--- src/rtl/ext_bridge_config.svh ---
// Host bridge configuration
`ifndef EXT_BRIDGE_CONFIG_SVH
`define EXT_BRIDGE_CONFIG_SVH

// system clock rate handed back to the host during write address strobes
`define EXT_CLK_RATE 32'd50000000

// memory layout as banks of 32-bit words
`define EXT_NUM_BANKS 4
// both counts are expected to be powers of two
`define EXT_BANK_WORDS 256

// host command codes carried by the first strobe of a command
`define EXT_CMD_WRITE 16'h0061
`define EXT_CMD_READ 16'h0062
`define EXT_CMD_STATUS 16'h0063

`endif
--- src/rtl/ext_bridge_pkg.sv ---
// Host bridge types
`default_nettype none

package ext_bridge_pkg;

	// everything the host drives into the bridge
	typedef struct packed {
		// 16-bit command or data value
		logic [15:0] din;
		// one-cycle strobe per transfer
		logic strobe;
		// stays high while a command is open
		logic enable;
	} host_in_t;

	// everything the bridge returns to the host
	typedef struct packed {
		logic [15:0] dout;
		// high while the open command is one the bridge answers
		logic dout_en;
	} host_out_t;

	// wishbone classic request from master towards slave
	typedef struct packed {
		logic [31:0] adr;
		logic [31:0] dat_w;
		logic [3:0] sel;
		logic we;
		logic cyc;
		logic stb;
	} wb_req_t;

	// wishbone classic response from slave back to master
	typedef struct packed {
		logic [31:0] dat_r;
		logic ack;
	} wb_rsp_t;

	// one request from the command port to the wishbone master
	typedef struct packed {
		logic [31:0] addr;
		logic [31:0] wdata;
		logic rd;
		logic wr;
	} ext_op_t;

endpackage

`default_nettype wire

--- src/rtl/wb_bank_fabric.sv ---
// Wishbone bank fabric
`timescale 1ns/100ps
`default_nettype none
`include "ext_bridge_config.svh"

module wb_bank_fabric (
	input ext_bridge_pkg::wb_req_t wb_i,
	output ext_bridge_pkg::wb_rsp_t wb_o,
	output ext_bridge_pkg::wb_req_t bank_req [`EXT_NUM_BANKS],
	input ext_bridge_pkg::wb_rsp_t bank_rsp [`EXT_NUM_BANKS]
);

	localparam int WORD_BITS = $clog2(`EXT_BANK_WORDS);
	// a single bank still needs one bit of index
	localparam int BANK_BITS = (`EXT_NUM_BANKS > 1) ? $clog2(`EXT_NUM_BANKS) : 1;

	logic [BANK_BITS-1:0] bank_sel;

	// the bank index sits just above the word index
	// address bits above it are ignored and alias
	assign bank_sel = wb_i.adr[WORD_BITS+2 +: BANK_BITS];

	always_comb begin
		wb_o = '0;
		for (int k = 0; k < `EXT_NUM_BANKS; k++) begin
			// every bank sees the address and data
			bank_req[k] = wb_i;
			// only the decoded bank sees the cycle
			bank_req[k].cyc = wb_i.cyc && (bank_sel == BANK_BITS'(k));
			bank_req[k].stb = wb_i.stb && (bank_sel == BANK_BITS'(k));
			// the selected bank answers the master as it is
			if (bank_sel == BANK_BITS'(k)) begin
				wb_o = bank_rsp[k];
			end
		end
	end

endmodule

`default_nettype wire

--- config.mk ---
export PLATFORM = sky130hd
export DESIGN_NAME = wb_bank_fabric
export DESIGN_NICKNAME = d
export VERILOG_FILES = /design/src/rtl/ext_bridge_pkg.sv /design/src/rtl/wb_bank_fabric.sv
export VERILOG_INCLUDE_DIRS = /design/src /design/src/rtl
export SDC_FILE = /design/constraint.sdc
export NUM_CORES = 1
export LEC_CHECK = 0
export BUFFER_PORTS_ARGS = -buffer_cell sky130_fd_sc_hd__clkbuf_2
export CORE_AREA = 2 2 203 205
export DETAILED_ROUTE_END_ITERATION = 12
export DIE_AREA = 0 0 205 207
export PLACE_DENSITY_LB_ADDON = 0.25
export SYNTH_ARGS = -nofsm -noshare
export SYNTH_HDL_FRONTEND = slang
export SYNTH_SLANG_ARGS = --single-unit
export TNS_END_PERCENT = 50
--- constraint.sdc ---
create_clock -name vclk -period 1.9
set_input_delay 0.38 -clock vclk [all_inputs]
set_output_delay 0.38 -clock vclk [all_outputs]
set_load 0.01 [all_outputs]
==> results by group <==
Power
  – Internal: 0.2874 mW
  – Maximum VDD drop: 65.78 uV
  – Pleak: 1.077 nW
  – Pwr dens: 196.9 nW/um^2
  – Switching part of the total: 41.72%
  – Combinational share of power: 100.0%
  – Net switching power: 0.2057 mW
  – Clk pwr share: 0%
  – Flop pwr share: 0%

STA
  – Final worst path period need: 1.841 ns
  – Period utilisation layout: 96.89%
  – Final Max Tran Viols: 0
  – Setup TNS: 0 ns
  – Final worst slack: 0.05910 ns
  – Upper clock frequency limit: 543.2 MHz
  – Worst slew margin: 80.65%
  – Worst Tran Pin Value: 0.2903 ns
  – Final setup violation count: 0
  – Endpoints failing hold: 0
  – Unrepaired setup endpoints after global routing: no

Finish
  – Nets: 436
  – Seq. cell area: 0 um^2
  – Syn-to-layout area delta: -16.07%
  – Clkbuf count: 0
  – Layout cells sized above 1: 96.10%
  – # diodes: 0
  – Num sequential: 0

Outcome
  – Status: finished clean

Worst setup path
  – Critical Path Start Type: input port
  – Max FO, Critical Path: 17
  – Critical path's largest stage delay: 0.56 ns
  – CP max-delay cell: mux4_2
  – WS Path Type: input port to output pin
  – CP Buf/Inv Count: 3
  – Cell Chain, Critical Path: buf_4 -> buf_12 -> mux4_2 -> clkbuf_2
  – Worst path required time: 1.52 ns
  – Crit path DAT: 1.46 ns
  – CP delay by family, top: multiplexers
  – Kind of end point of the critical path: output pin

Clock tree
  – Postcts setup bufs: 0

Global routing
  – Grt ovf: 0
  – All-Layer GR Usage: 4.017%
  – Initial antenna violation count: 2
  – Vias in the first global route: 1,703
  – Largest net degree at the start of global routing: 29
  – First-pass GRT wire length: 12,210 um

Yosys
  – Cell area after synthesis: 2983 um^2
  – Synth cell count leaders: 276 x buf_4, 32 x mux4_2, 4 x and3b_1, 3 x buf_12, 3 x buf_2
  – Area share of the largest cell type after synthesis: 69.46%
  – Mapped Avg Cell Area: 9.150 um^2
  – Synthesized Nets: 529
  – Register area share after synthesis: 0%
  – Synth area leader: buf_4
  – Top cells by area, synth: buf_4 69%, mux4_2 24%, buf_12 2.0%
  – Yosys warns: 0
  – Syn Inst Count: 326
  – Post-synth cell types: 10
  – Count leader, synth: buf_4

Floorplan
  – Die H: 207 um
  – DIE AREA: 42,440 um^2
  – Initial Util: 7.389%
  – Site row count: 74
  – Num ports: 520
  – Core Region: 40,370 um^2
  – Die width: 205 um

Placement
  – HPWL Detailed: 8786 um
  – Pre-CTS setup slack: 0.03943 ns
  – Input/output buffers: 185
  – Placer Congestion: 0.6353

Hold path
  – Min-delay worst type: input port to output pin

Route
  – TritonRoute pass-1 iters: 3
  – Routed Antenna Nets: 0
  – DR WL/cell: 12.68 um
  – DR vias: 1,573
  – # DRC: 0
  – Iter 0 DRT Violations: 48
  – Vias per cell: 2.062
  – Post-Route WL: 9677 um

Job
  – Max_cap viols: 0
==> routing by layer <==
layer	wire [um]	up-vias	track usage [%]	part of all wire, %
li1	-	613	-	-
met1	3060	663	3.959	32
met2	4281	212	6.361	44
met3	1354	85	1.573	14
met4	980	0	3.895	10
met5	0	-	0	0
==> stage by stage <==
step / hold WS, ns / std cells / util [%] / total power, mW / area [um^2]
after floorplan: 0.8518 / 326 / - / 0.8260 / 2983
after global placement: 0.7602 / 762 / 6.121 / 0.4981 / 2471
after detailed placement: 0.7602 / 762 / 6.121 / 0.4992 / 2471
after CTS: 0.7602 / 762 / 6.121 / 0.5005 / 2471
after global routing: 0.7600 / 763 / 6.202 / 0.5353 / 2504
final: 0.7600 / 763 / 6.202 / 0.4931 / 2504
==> power by group through the flow <==
stage / sequential (mW) / combinational (mW) / clock [mW]
after floorplan: 0 / 0.826 / 0
after global placement: 0 / 0.498 / 0
after detailed placement: 0 / 0.499 / 0
after CTS: 0 / 0.501 / 0
after global routing: 0 / 0.535 / 0
final: 0 / 0.493 / 0
==> final cells by class <==
| cell class | instances | area [um^2] |
|---|---|---|
| fillers | 4831 | 37870 |
| multi-input cells | 41 | 809.5 |
| well taps | 532 | 665.6 |
| repair buffers | 190 | 1028 |
==> worst paths after layout <==
check | from | endpoint | slack, ns | cells past startpoint
hold / removal | wb_i[53] | bank_req[124] | 0.76 | 0
setup / recovery | wb_i[49] | wb_o[25] | 0.06 | 4
==> layout by cell type (no fill, tap or decap) <==
cell type / n
and3_1: 2
and3b_1: 4
buf_12: 2
buf_16: 1
buf_4: 2
clkbuf_16: 1
clkbuf_2: 184
mux4_1: 1
mux4_2: 32
nor3b_1: 2
==> repair_timing <==
action	CTS	global route
resized for setup	0	1
hold buffers	0	0
endpoints found under the setup margin	0	1
endpoints found under the hold margin	0	0
==> cells by family after synthesis <==
group,count (synthesis),synth area share [%]
AND/OR/NAND/NOR,8,2.097
multiplexers,33,25.04
buffers and inverters,285,72.86
No activity file was read; power rests on OpenSTA's default activity.
