<file path="config.mk">
export PLATFORM = sky130hd
export DESIGN_NAME = ext_wb_master
export DESIGN_NICKNAME = d
export VERILOG_FILES = /design/src/rtl/ext_bridge_config.svh /design/src/rtl/ext_bridge_pkg.sv /design/src/rtl/ext_wb_master.sv
export SDC_FILE = /design/constraint.sdc
export NUM_CORES = 1
export LEC_CHECK = 0
export BUFFER_PORTS_ARGS = -buffer_cell sky130_fd_sc_hd__buf_2
export CORE_MARGIN = 2
export CORE_UTILIZATION = 35
export CTS_BUF_LIST = sky130_fd_sc_hd__clkbuf_8
export CTS_CLUSTER_DIAMETER = 50
export DETAILED_ROUTE_END_ITERATION = 8
export PLACE_DENSITY = 0.69
export RECOVER_POWER = 100
export SYNTH_ARGS = -nofsm -noshare
export SYNTH_HDL_FRONTEND = slang
export SYNTH_SLANG_ARGS = --single-unit
</file>
<file path="constraint.sdc">
create_clock -name clk_sys -period 9.7 [get_ports clk_sys]
set_clock_uncertainty 0.05 [all_clocks]
set_input_delay 0.97 -clock clk_sys [delete_from_list [all_inputs] [get_ports clk_sys]]
set_output_delay 0.97 -clock clk_sys [all_outputs]
set_load 0.01 [all_outputs]
</file>
<file path="src/rtl/ext_bridge_config.svh">
// Host bridge configuration
`ifndef EXT_BRIDGE_CONFIG_SVH
`define EXT_BRIDGE_CONFIG_SVH

// system clock rate handed back to the host during write address strobes
`define EXT_CLK_RATE 32'd50000000

// memory layout as banks of 32-bit words
`define EXT_NUM_BANKS 4
// both counts are expected to be powers of two
`define EXT_BANK_WORDS 256

// host command codes carried by the first strobe of a command
`define EXT_CMD_WRITE 16'h0061
`define EXT_CMD_READ 16'h0062
`define EXT_CMD_STATUS 16'h0063

`endif
</file>
<file path="src/rtl/ext_bridge_pkg.sv">
// Host bridge types
`default_nettype none

package ext_bridge_pkg;

	// everything the host drives into the bridge
	typedef struct packed {
		// 16-bit command or data value
		logic [15:0] din;
		// one-cycle strobe per transfer
		logic strobe;
		// stays high while a command is open
		logic enable;
	} host_in_t;

	// everything the bridge returns to the host
	typedef struct packed {
		logic [15:0] dout;
		// high while the open command is one the bridge answers
		logic dout_en;
	} host_out_t;

	// wishbone classic request from master towards slave
	typedef struct packed {
		logic [31:0] adr;
		logic [31:0] dat_w;
		logic [3:0] sel;
		logic we;
		logic cyc;
		logic stb;
	} wb_req_t;

	// wishbone classic response from slave back to master
	typedef struct packed {
		logic [31:0] dat_r;
		logic ack;
	} wb_rsp_t;

	// one request from the command port to the wishbone master
	typedef struct packed {
		logic [31:0] addr;
		logic [31:0] wdata;
		logic rd;
		logic wr;
	} ext_op_t;

endpackage

`default_nettype wire

</file>
<file path="src/rtl/ext_wb_master.sv">
// Wishbone classic master
`timescale 1ns/100ps
`default_nettype none

module ext_wb_master (
	input wire logic clk_sys,
	input wire logic arst_n,
	input ext_bridge_pkg::ext_op_t op,
	output ext_bridge_pkg::wb_req_t wb_o,
	input ext_bridge_pkg::wb_rsp_t wb_i,
	output logic [31:0] rdata,
	output logic io_wait
);

	typedef enum logic {
		ST_IDLE,
		ST_CYCLE
	} state_t;

	state_t state;
	logic [31:0] adr_q;
	logic [31:0] dat_q;
	logic we_q;

	// one cycle runs at a time and ends on the slave ack
	always_ff @(posedge clk_sys or negedge arst_n) begin
		if (!arst_n) begin
			state <= ST_IDLE;
		end else begin
			case (state)
				ST_IDLE: begin
					if (op.rd || op.wr) begin
						state <= ST_CYCLE;
					end
				end
				ST_CYCLE: begin
					if (wb_i.ack) begin
						state <= ST_IDLE;
					end
				end
				default: state <= ST_IDLE;
			endcase
		end
	end

	// request fields are taken from the op pulse and held for the whole cycle
	always_ff @(posedge clk_sys) begin
		if ((state == ST_IDLE) && (op.rd || op.wr)) begin
			adr_q <= op.addr;
			dat_q <= op.wdata;
			we_q <= op.wr;
		end
		if ((state == ST_CYCLE) && wb_i.ack && !we_q) begin
			rdata <= wb_i.dat_r;
		end
	end

	// cyc and stb rise together and stay up until the ack
	assign wb_o.adr = adr_q;
	assign wb_o.dat_w = dat_q;
	assign wb_o.sel = 4'hf;
	assign wb_o.we = we_q;
	assign wb_o.cyc = (state == ST_CYCLE);
	assign wb_o.stb = (state == ST_CYCLE);

	// io_wait frames the transfer from the cycle after the pulse to the cycle after ack
	assign io_wait = (state == ST_CYCLE);

endmodule

`default_nettype wire

</file>
==> qor.yml <==
first_global_vias: 1848
cp-endpoint: "dat_q[14]"
port_buffers: 200
dp_hpwl_mm: 5.14
cp.required_ns: 9.54
layout_common_cells: "clkbuf_1 (105), edfxtp_1 (97), buf_2 (97)"
cp_top_family: "buffers and inverters"
violations: "max-capacitance violations, max-slew violations"
ys_ff_latch: 98
max_freq_mhz: 266
rsz0062_at_grt: "false"
critPathMaxFanout: 65
period_needed_ns: 3.76
fin_area_mm2: 0.00418
fillers: 782
drtIter0Drc: 52
relSlewSlack_pct: -120
postCtsHoldBufs: 0
fin_nets: 421
final-hold-violation-count: 0
multiInputGateArea_um2: 48.8
pin_count: 205
synth_cell_types: 7
ys_seq_area_share_pct: 97.3
cellLeakagePower_uw: 0.00154
tightest_slew_ns: 3.30
cp.arrival_ns: 3.61
cts_buffers: 9
synth_area_mm2: 0.00302
die_w_um: 96.9
r2r_slack_ns: 6.25
place_area_mm2: 0.00413
antennaDiodeCount: 0
p_per_area_mw_per_mm2: 194
dr.pass1.iters: 4
dieArea_mm2: 0.00938
fin_tns_setup_ns: 0
grt_max_degree: 66
slowest_stage: "clkbuf_1"
avgSynthCellArea_um2: 27.2
ctsRootBufferMaster: "clkbuf_8"
cts_buffer_depth: 2
vias: 1811
antenna_found_initial: 0
cap_violations: 2
num_rows: 33
r2r_start: "io_wait"
grt_pass1_wl_mm: 9.83
vias_per_cell: 4.21
h-tree-depth: 3
wire_per_inst_um: 15.3
cp_cell_sequence: "clkbuf_1, nor2_1, nor2_4, clkbuf_1"
start_kind: "input port"
critPathBufInv: 2
vdd_drop_max_mv: 0.141
cts_tree: "done"
drtAntennaViolNets: 0
clock-sinks: 98
min_path_type: "in2async"
grt-ovfl-total: 0
drive_above_1_share_pct: 35.1
critPathLaunch: "op[0]"
syn_to_final_growth_pct: 38.6
core_mm2: 0.00830
finalSetupViolCount: 0
end_kind: "flop"
layout_commonest_cell: "clkbuf_1"
postCtsSetupRepairBufs: 0
cp.depth: 4
finalCritPeriodShare_pct: 38.8
grtUsageTotal_pct: 14.0
die_y_um: 96.9
yosys_warnings: 0
drc_errors: 0
cts-resized-gates: 0
cts.clk_slew.worst_paths_ns: 0.09
insertion_delay_ns: 0.34
status: "finished, violations left"
synthCells: 111
worstSetupPathType: "in2reg"
slew_viol_final: 99
reg2reg_depth: 2
seqCellArea_mm2: 0.00294
path_common_cell: "clkbuf_1"
cp_slowest_stage_delay_ns: 2.31
wl_mm: 6.58
place.gp.congestion: 0.741
start_util_pct: 36.4
rr_endpoint: "dat_q[14]"
## power breakdown
part | switching [µW] | leakage [µW] | total (µW) | internal [µW]
combinational | 43.4 | 0.000530 | 67.6 | 24.2
sequential | 7.11 | 0.000920 | 507 | 500
clock | 141 | 0.0000948 | 238 | 97.7
total | 191 | 0.00154 | 813 | 622
## layer usage
metal	vias to the layer above	GRT usage, %	part of all wire (%)
li1	844	-	-
met1	824	15.6	37
met2	133	22.6	49
met3	10	7.44	12
met4	0	5.09	1.7
met5	-	0	0
## flip-flops by register name, summed over array words and instances, names as in the netlist
register  cells
adr_q        32
rdata        32
io_wait       1
dat_q        32
we_q          1
## logic make-up (layout without fill, tap and decap cells)
group	after synthesis	in the layout	synth area share, %
and+or+nand+nor	4	4	0.497
AOI/OAI and AO/OA	1	1	0.290
DFF	98	98	97.3
other	1	4	0.124
buffers and inverters	7	218	1.74
## cell usage after synthesis
master | count | area (µm²)
nor2_1 | 3 | 11.3
conb_1 | 1 | 3.75
edfxtp_1 | 97 | 2910
nand2_1 | 1 | 3.75
dfrtp_1 | 1 | 25.0
o31a_1 | 1 | 8.76
buf_4 | 7 | 52.6
## metrics by stage
step | setup WS [ns] | total power [µW] | hold WS (ns) | utilization [%] | cells
after floorplan | 5.41 | 545 | 0.550 | - | 114
after global placement | 7.44 | 589 | 0.567 | 49.8 | 414
after detailed placement | 7.40 | 591 | 0.603 | 49.8 | 414
after CTS | 7.65 | 832 | 0.310 | 52.0 | 430
after global routing | 5.62 | 850 | 0.310 | 50.4 | 430
final | 5.94 | 813 | 0.326 | 50.4 | 430
## worst reg2reg max path, cell delays in order, from the launching register on
cell and delay, ns:
dfrtp_1 0.47, nor2_4 0.12, clkbuf_1 2.31
## worst min-delay path by stage
stage,from,endpoint,slack (ns)
2_1_floorplan,io_wait,io_wait,0.55
3_3_place_gp,io_wait,io_wait,0.57
3_5_place_dp,io_wait,io_wait,0.60
4_1_cts,arst_n,io_wait,0.31
5_1_grt,arst_n,io_wait,0.31
6_report,arst_n,io_wait,0.33
## final cells by class
type / instances / area share (%)
Tap cell: 105 / 3.14
Clock inverter: 7 / 1.47
Clock buffer: 9 / 2.96
Sequential cell: 98 / 70.2
Multi-Input combinational cell: 9 / 1.17
Timing Repair Buffer: 202 / 21.0
(Power assumes the default switching activity.)
