===== config.mk =====
export PLATFORM = sky130hd
export DESIGN_NAME = ext_cmd_port
export DESIGN_NICKNAME = d
export VERILOG_FILES = /design/src/rtl/ext_bridge_pkg.sv /design/src/rtl/ext_cmd_port.sv
export VERILOG_INCLUDE_DIRS = /design/src /design/src/rtl
export SDC_FILE = /design/constraint.sdc
export NUM_CORES = 1
export LEC_CHECK = 0
export ABC_CLOCK_PERIOD_IN_PS = 3700
export CORE_MARGIN = 1
export CORE_UTILIZATION = 50
export DETAILED_ROUTE_END_ITERATION = 8
export DONT_BUFFER_PORTS = 1
export PLACE_DENSITY = 0.69
export SYNTH_ARGS = -nofsm -noshare
export SYNTH_HDL_FRONTEND = slang
export SYNTH_SLANG_ARGS = --single-unit

===== constraint.sdc =====
create_clock -name clk_sys -period 3.7 [get_ports clk_sys]
set_clock_uncertainty 0.05 [all_clocks]
set_input_delay 0.185 -clock clk_sys [delete_from_list [all_inputs] [get_ports clk_sys]]
set_output_delay 0.185 -clock clk_sys [all_outputs]
set_load 0.03 [all_outputs]

===== src/rtl/ext_bridge_config.svh =====
// Host bridge configuration
`ifndef EXT_BRIDGE_CONFIG_SVH
`define EXT_BRIDGE_CONFIG_SVH

// system clock rate handed back to the host during write address strobes
`define EXT_CLK_RATE 32'd50000000

// memory layout as banks of 32-bit words
`define EXT_NUM_BANKS 4
// both counts are expected to be powers of two
`define EXT_BANK_WORDS 256

// host command codes carried by the first strobe of a command
`define EXT_CMD_WRITE 16'h0061
`define EXT_CMD_READ 16'h0062
`define EXT_CMD_STATUS 16'h0063

`endif

===== src/rtl/ext_bridge_pkg.sv =====
// Host bridge types
`default_nettype none

package ext_bridge_pkg;

	// everything the host drives into the bridge
	typedef struct packed {
		// 16-bit command or data value
		logic [15:0] din;
		// one-cycle strobe per transfer
		logic strobe;
		// stays high while a command is open
		logic enable;
	} host_in_t;

	// everything the bridge returns to the host
	typedef struct packed {
		logic [15:0] dout;
		// high while the open command is one the bridge answers
		logic dout_en;
	} host_out_t;

	// wishbone classic request from master towards slave
	typedef struct packed {
		logic [31:0] adr;
		logic [31:0] dat_w;
		logic [3:0] sel;
		logic we;
		logic cyc;
		logic stb;
	} wb_req_t;

	// wishbone classic response from slave back to master
	typedef struct packed {
		logic [31:0] dat_r;
		logic ack;
	} wb_rsp_t;

	// one request from the command port to the wishbone master
	typedef struct packed {
		logic [31:0] addr;
		logic [31:0] wdata;
		logic rd;
		logic wr;
	} ext_op_t;

endpackage

`default_nettype wire


===== src/rtl/ext_cmd_port.sv =====
// Host command port
`timescale 1ns/100ps
`default_nettype none
`include "ext_bridge_config.svh"

module ext_cmd_port (
	input wire logic clk_sys,
	input wire logic arst_n,
	input ext_bridge_pkg::host_in_t host_i,
	output ext_bridge_pkg::host_out_t host_o,
	input wire logic io_wait,
	input wire logic [31:0] rdata,
	input wire logic [1:0] sys_req,
	output logic [1:0] sys_status,
	output ext_bridge_pkg::ext_op_t op
);

	localparam logic [31:0] CLK_RATE = `EXT_CLK_RATE;

	// strobe count inside the open command, saturating at all ones
	logic [9:0] byte_cnt;
	logic [15:0] cmd;
	// selects the high half of a data word when set
	logic half_hi;
	logic old_wait;
	logic pending;
	logic [15:0] dout;
	logic dout_en;
	logic [31:0] op_addr;
	logic [31:0] op_wdata;
	logic op_rd;
	logic op_wr;

	logic cmd_stb;
	logic data_stb;
	logic body_stb;
	logic is_write;
	logic is_read;
	logic is_status;

	// the first strobe of a command carries the code and the rest carry values
	assign cmd_stb = host_i.enable && host_i.strobe && (byte_cnt == 10'd0);
	assign data_stb = host_i.enable && host_i.strobe && (byte_cnt != 10'd0);
	// strobes after the two address halves carry data
	assign body_stb = data_stb && (byte_cnt > 10'd2);

	assign is_write = (cmd == `EXT_CMD_WRITE);
	assign is_read = (cmd == `EXT_CMD_READ);
	assign is_status = (cmd == `EXT_CMD_STATUS);

	// control state of the sequencer
	always_ff @(posedge clk_sys or negedge arst_n) begin
		if (!arst_n) begin
			byte_cnt <= '0;
			half_hi <= 1'b0;
			old_wait <= 1'b0;
			pending <= 1'b0;
			dout <= '0;
			dout_en <= 1'b0;
			op_rd <= 1'b0;
			op_wr <= 1'b0;
			sys_status <= '0;
		end else begin
			op_rd <= 1'b0;
			op_wr <= 1'b0;
			sys_status <= '0;
			if (!host_i.enable) begin
				// a closed command drops the port back to idle
				byte_cnt <= '0;
				half_hi <= 1'b0;
				old_wait <= 1'b0;
				pending <= 1'b0;
				dout <= '0;
				dout_en <= 1'b0;
			end else begin
				old_wait <= io_wait;
				if (host_i.strobe) begin
					// plain data strobes answer with zero
					dout <= '0;
					if (~&byte_cnt) begin
						byte_cnt <= byte_cnt + 10'd1;
					end
					if (byte_cnt == 10'd0) begin
						half_hi <= 1'b0;
						dout_en <= (host_i.din >= `EXT_CMD_WRITE) &&
							(host_i.din <= `EXT_CMD_STATUS);
					end else if (is_write) begin
						// the host reads the clock rate back while sending the address
						if (byte_cnt == 10'd1) begin
							dout <= CLK_RATE[15:0];
						end else if (byte_cnt == 10'd2) begin
							dout <= CLK_RATE[31:16];
						end else begin
							// the write goes out once the high half is in
							if (half_hi) begin
								op_wr <= 1'b1;
							end
							half_hi <= ~half_hi;
						end
					end else if (is_read) begin
						if (byte_cnt > 10'd2) begin
							if (!half_hi) begin
								op_rd <= 1'b1;
								pending <= 1'b1;
							end else begin
								dout <= rdata[31:16];
							end
							half_hi <= ~half_hi;
						end
					end else if (is_status) begin
						dout <= {14'd0, sys_req};
						sys_status <= host_i.din[1:0];
					end
				end
				// the low half of a read is ready once io_wait falls
				if (old_wait && !io_wait && pending) begin
					pending <= 1'b0;
					dout <= rdata[15:0];
				end
			end
		end
	end

	// command word, address and write data
	always_ff @(posedge clk_sys) begin
		if (cmd_stb) begin
			cmd <= host_i.din;
		end
		if ((is_write || is_read) && data_stb && (byte_cnt == 10'd1)) begin
			op_addr[15:0] <= host_i.din;
		end
		if ((is_write || is_read) && data_stb && (byte_cnt == 10'd2)) begin
			op_addr[31:16] <= host_i.din;
		end
		if (is_write && body_stb) begin
			if (!half_hi) begin
				// step to the next word before every data word but the first
				if (byte_cnt > 10'd4) begin
					op_addr <= op_addr + 32'd4;
				end
				op_wdata[15:0] <= host_i.din;
			end else begin
				op_wdata[31:16] <= host_i.din;
			end
		end
		// a read steps on after its high half has gone out
		if (is_read && body_stb && half_hi) begin
			op_addr <= op_addr + 32'd4;
		end
	end

	assign op.addr = op_addr;
	assign op.wdata = op_wdata;
	assign op.rd = op_rd;
	assign op.wr = op_wr;

	assign host_o.dout = dout;
	assign host_o.dout_en = dout_en;

endmodule

`default_nettype wire


==> reports/qor.yml <==
cells_and_area:
  area_growth_pct: 20.81
  final_util_pct: 61.98
  multi_input_area_mm2: 0.002421
  layout_commonest_cell: "nor2_1"
  seq_area_mm2: 0.002953
  nets: 656
  nFillCells: 860
  layout_common_cells: "58 x nor2_1, 54 x nand2_1, 53 x dlygate4sd3_1"
  layout-drive-gt1-share_pct: 10.34
clocking:
  h-tree-depth: 4
  clock_latency_ns: 0.51
  cts_buffer_depth: 2
  cts_made_buffers: 17
  tritoncts: "yes"
  path_clk_slew_ns: 0.06
  post_cts_buffers: 0
  cts_sinks: 114
  cts-root-buf: "clkbuf_8"
yosys:
  async_flop_share_pct: 29.82
  yosysUniqueCellTypes: 68
  syn-num-nets: 606
  yosysSeqAreaShare_pct: 53.09
  synth_edf_count: 50
  ys_ff_latch: 114
  syn_avg_cell_area_um2: 10.19
  netlist_area_mm2: 0.005562
  ys.flop_type: "edfxtp_1"
  synth_cells: 546
  synth_warnings: 0
floorplan:
  start_util_pct: 51.30
  row_count: 38
  die_w_um: 107.5
  die-area_mm2: 0.01155
  coreArea_mm2: 0.01084
  fp.dieH_um: 107.5
  ios: 140
worst_setup_path:
  cp_cell_sequence: "nor4_4 -> nand2_1 -> a21oi_1 -> nor2_1 -> a221oi_1 -> dlygate4sd3_1 -> nor2_1 -> dlygate4sd3_1"
  path_delay_family: "buffers and inverters"
  worstPathRequired_ns: 4.04
  slowest_stage: "dlygate4sd3_1"
  path_max_fanout: 10
  arrival_ns: 3.65
  cp_num_buf_inv: 2
  end_kind: "flop"
  max_stage_delay_ns: 0.59
  startpoint_type: "flop"
  crit_type: "reg -> reg"
hold_path:
  holdCritPathClass: "in -> reg"
detailed_routing:
  wirelength_um: 15120
  drc_errors: 0
  dr_total_vias: 4743
  wire_per_inst_um: 20.13
  drtIter0Drc: 543
  vias_per_cell: 6.316
  ant_nets: 0
  first_pass_iters: 6
global_routing:
  grt_max_degree: 35
  grt_pass1_vias: 4524
  grt_pass1_wl_um: 23540
  grt_use_total_pct: 27.06
  overflow: 0
  antenna_found_initial: 3
pwr:
  power.switching_mw: 0.8056
  power_mw: 3.140
  swShare_pct: 25.65
  pwr-share-clk_pct: 47.6
  peakVddDrop_v: 0.0003005
  power-per-cell-area_mw_per_mm2: 467.4
  intPower_mw: 2.335
  combPwrFrac_pct: 6.2
  p_leak_nw: 2.434
  sequentialPowerShare_pct: 46.2
placement:
  io_buffer_count: 0
  dpl.hpwl_um: 9722
  place_congestion: 0.8975
timing:
  fin_crit_ns: 3.312
  finalSetupViolations: 0
  post-route-period-util_pct: 89.50
  max_slew.worst_pin.slew_ns: 0.8603
  hold_violations: 0
  rsz0062_at_grt: "false"
  final_max_slew_viol_count: 0
  whs_ns: 0.01451
  tns_ns: 0
  relSlewSlack_pct: 42.20
  fmax_mhz: 302.0
run:
  cap_violations: 0
outcome:
  status: "finished, final reports clean"
## worst min-delay path: stages
cell and delay [ns]:
nor4_1 0.03, nand4_1 0.08, nor3_1 0.07, mux2i_1 0.12
nor2_1 0.05
## what timing repair did
action / CTS / global route
hold buffers: 54 / 0
endpoints found under the hold margin: 147 / 0
gates resized for setup: 0 / 0
## registers in the layout, indices dropped and copies added, names as in the netlist, 2 cells and up
| register | cells |
|---|---|
| cmd | 16 |
| op_wdata | 32 |
| dout | 16 |
| sys_status | 2 |
| op_addr | 32 |
| byte_cnt | 10 |
## cell families (layout without fill, tap and decap cells)
group | Yosys count | count (layout) | share of synthesized area (%)
simple gates | 231 | 231 | 22.25
compound gates | 147 | 147 | 17.86
buf+inv | 36 | 99 | 3.487
fa+ha+maj | 5 | 5 | 1.125
xor+xnor | 7 | 7 | 1.102
mux | 6 | 6 | 1.080
flops | 114 | 114 | 53.09
other cells | 0 | 2 | 0
## routing by layer
layer  track usage (%)  up-vias  wire [um]
li1                  -     2168          -
met1             34.08     2264       6044
met2             42.58      273       7110
met3             10.11       32       1667
met4             9.589        6        257
met5                 0        -         39
## area by class of cell
| cell class | count | share of cell area (%) |
|---|---|---|
| clock inverter | 15 | 1.993 |
| multi-input combinational | 396 | 36.03 |
| tap | 140 | 2.607 |
| antenna | 2 | 0.07449 |
| inverter | 9 | 0.5400 |
| timing repair buffer | 58 | 8.641 |
| sequential | 114 | 43.95 |
| clock buffer | 17 | 6.164 |
## metrics by stage
step           cell area (um^2)  cells  setup WS [ns]
6_report                   6719    751         0.3885
5_1_grt                    6716    750         0.1810
4_1_cts                    6714    749         0.4111
3_5_place_dp               5615    663         0.8700
3_3_place_gp               5615    663         0.9822
2_1_floorplan              5562    546         0.4869
## path summary, 6_finish.rpt
check | depth (start not counted) | to | slack, ns | startpoint
setup reg to reg | 8 | dout[15]$_DFFE_PN0N_ | 0.39 | byte_cnt[9]$_DFFE_PN0P_
hold reg to reg | 1 | pending$_DFFE_PN0P_ | 0.50 | pending$_DFFE_PN0P_
max in group asynchronous | 2 | sys_status[1]$_DFF_PN0_ | 3.34 | arst_n
setup / recovery | 8 | dout[15]$_DFFE_PN0N_ | 0.39 | byte_cnt[9]$_DFFE_PN0P_
hold / removal | 5 | dout_en$_DFFE_PN0P_ | 0.01 | host_i[4]
min in group asynchronous | 2 | byte_cnt[8]$_DFFE_PN0P_ | 0.07 | arst_n
## synthesized netlist by cell type (2+ instances only)
| cell | number | share of area [%] |
|---|---|---|
| buf_4 | 4 | 0.54 |
| mux2i_1 | 6 | 1.1 |
| ha_1 | 5 | 1.1 |
| buf_2 | 5 | 0.45 |
| nor2b_1 | 3 | 0.34 |
| nor4_1 | 7 | 0.79 |
| dfxtp_1 | 30 | 11 |
| a21oi_2 | 3 | 0.47 |
| inv_1 | 8 | 0.54 |
| edfxtp_1 | 50 | 27 |
| nor4b_1 | 2 | 0.32 |
| clkbuf_1 | 13 | 0.88 |
| nand3b_1 | 4 | 0.54 |
| nor2_1 | 58 | 3.9 |
| o21a_1 | 11 | 1.5 |
| a311oi_1 | 2 | 0.32 |
| a211o_1 | 3 | 0.47 |
| xnor2_1 | 2 | 0.32 |
| nand3_1 | 31 | 2.8 |
| a211oi_2 | 6 | 1.3 |
| o22ai_1 | 8 | 0.90 |
| buf_6 | 3 | 0.61 |
| a31oi_1 | 9 | 1.0 |
| xor2_1 | 5 | 0.79 |
| a21boi_0 | 2 | 0.27 |
| nand4_1 | 9 | 1.0 |
| nor3_1 | 17 | 1.5 |
| nor4_4 | 5 | 1.9 |
| a32oi_1 | 2 | 0.32 |
| nand2_1 | 54 | 3.6 |
| or3_1 | 3 | 0.34 |
| a21oi_1 | 33 | 3.0 |
| o21ai_0 | 40 | 3.6 |
| nand4b_1 | 3 | 0.47 |
| a211oi_1 | 5 | 0.67 |
| and4_1 | 4 | 0.63 |
| dfrtp_1 | 34 | 15 |
| and3_1 | 13 | 1.5 |
| and2_1 | 2 | 0.22 |
| o221ai_1 | 10 | 1.6 |
| nand2b_1 | 5 | 0.56 |
## power by group through the flow
stage	logic [mW]	registers (mW)	clock network [mW]
after floorplan	0.0969	1.46	0
after global placement	0.110	1.47	0
after detailed placement	0.114	1.48	0
after CTS	0.191	1.45	1.51
after global routing	0.214	1.46	1.58
final	0.195	1.45	1.49
Note: power is estimated with default switching activity, not from simulation.
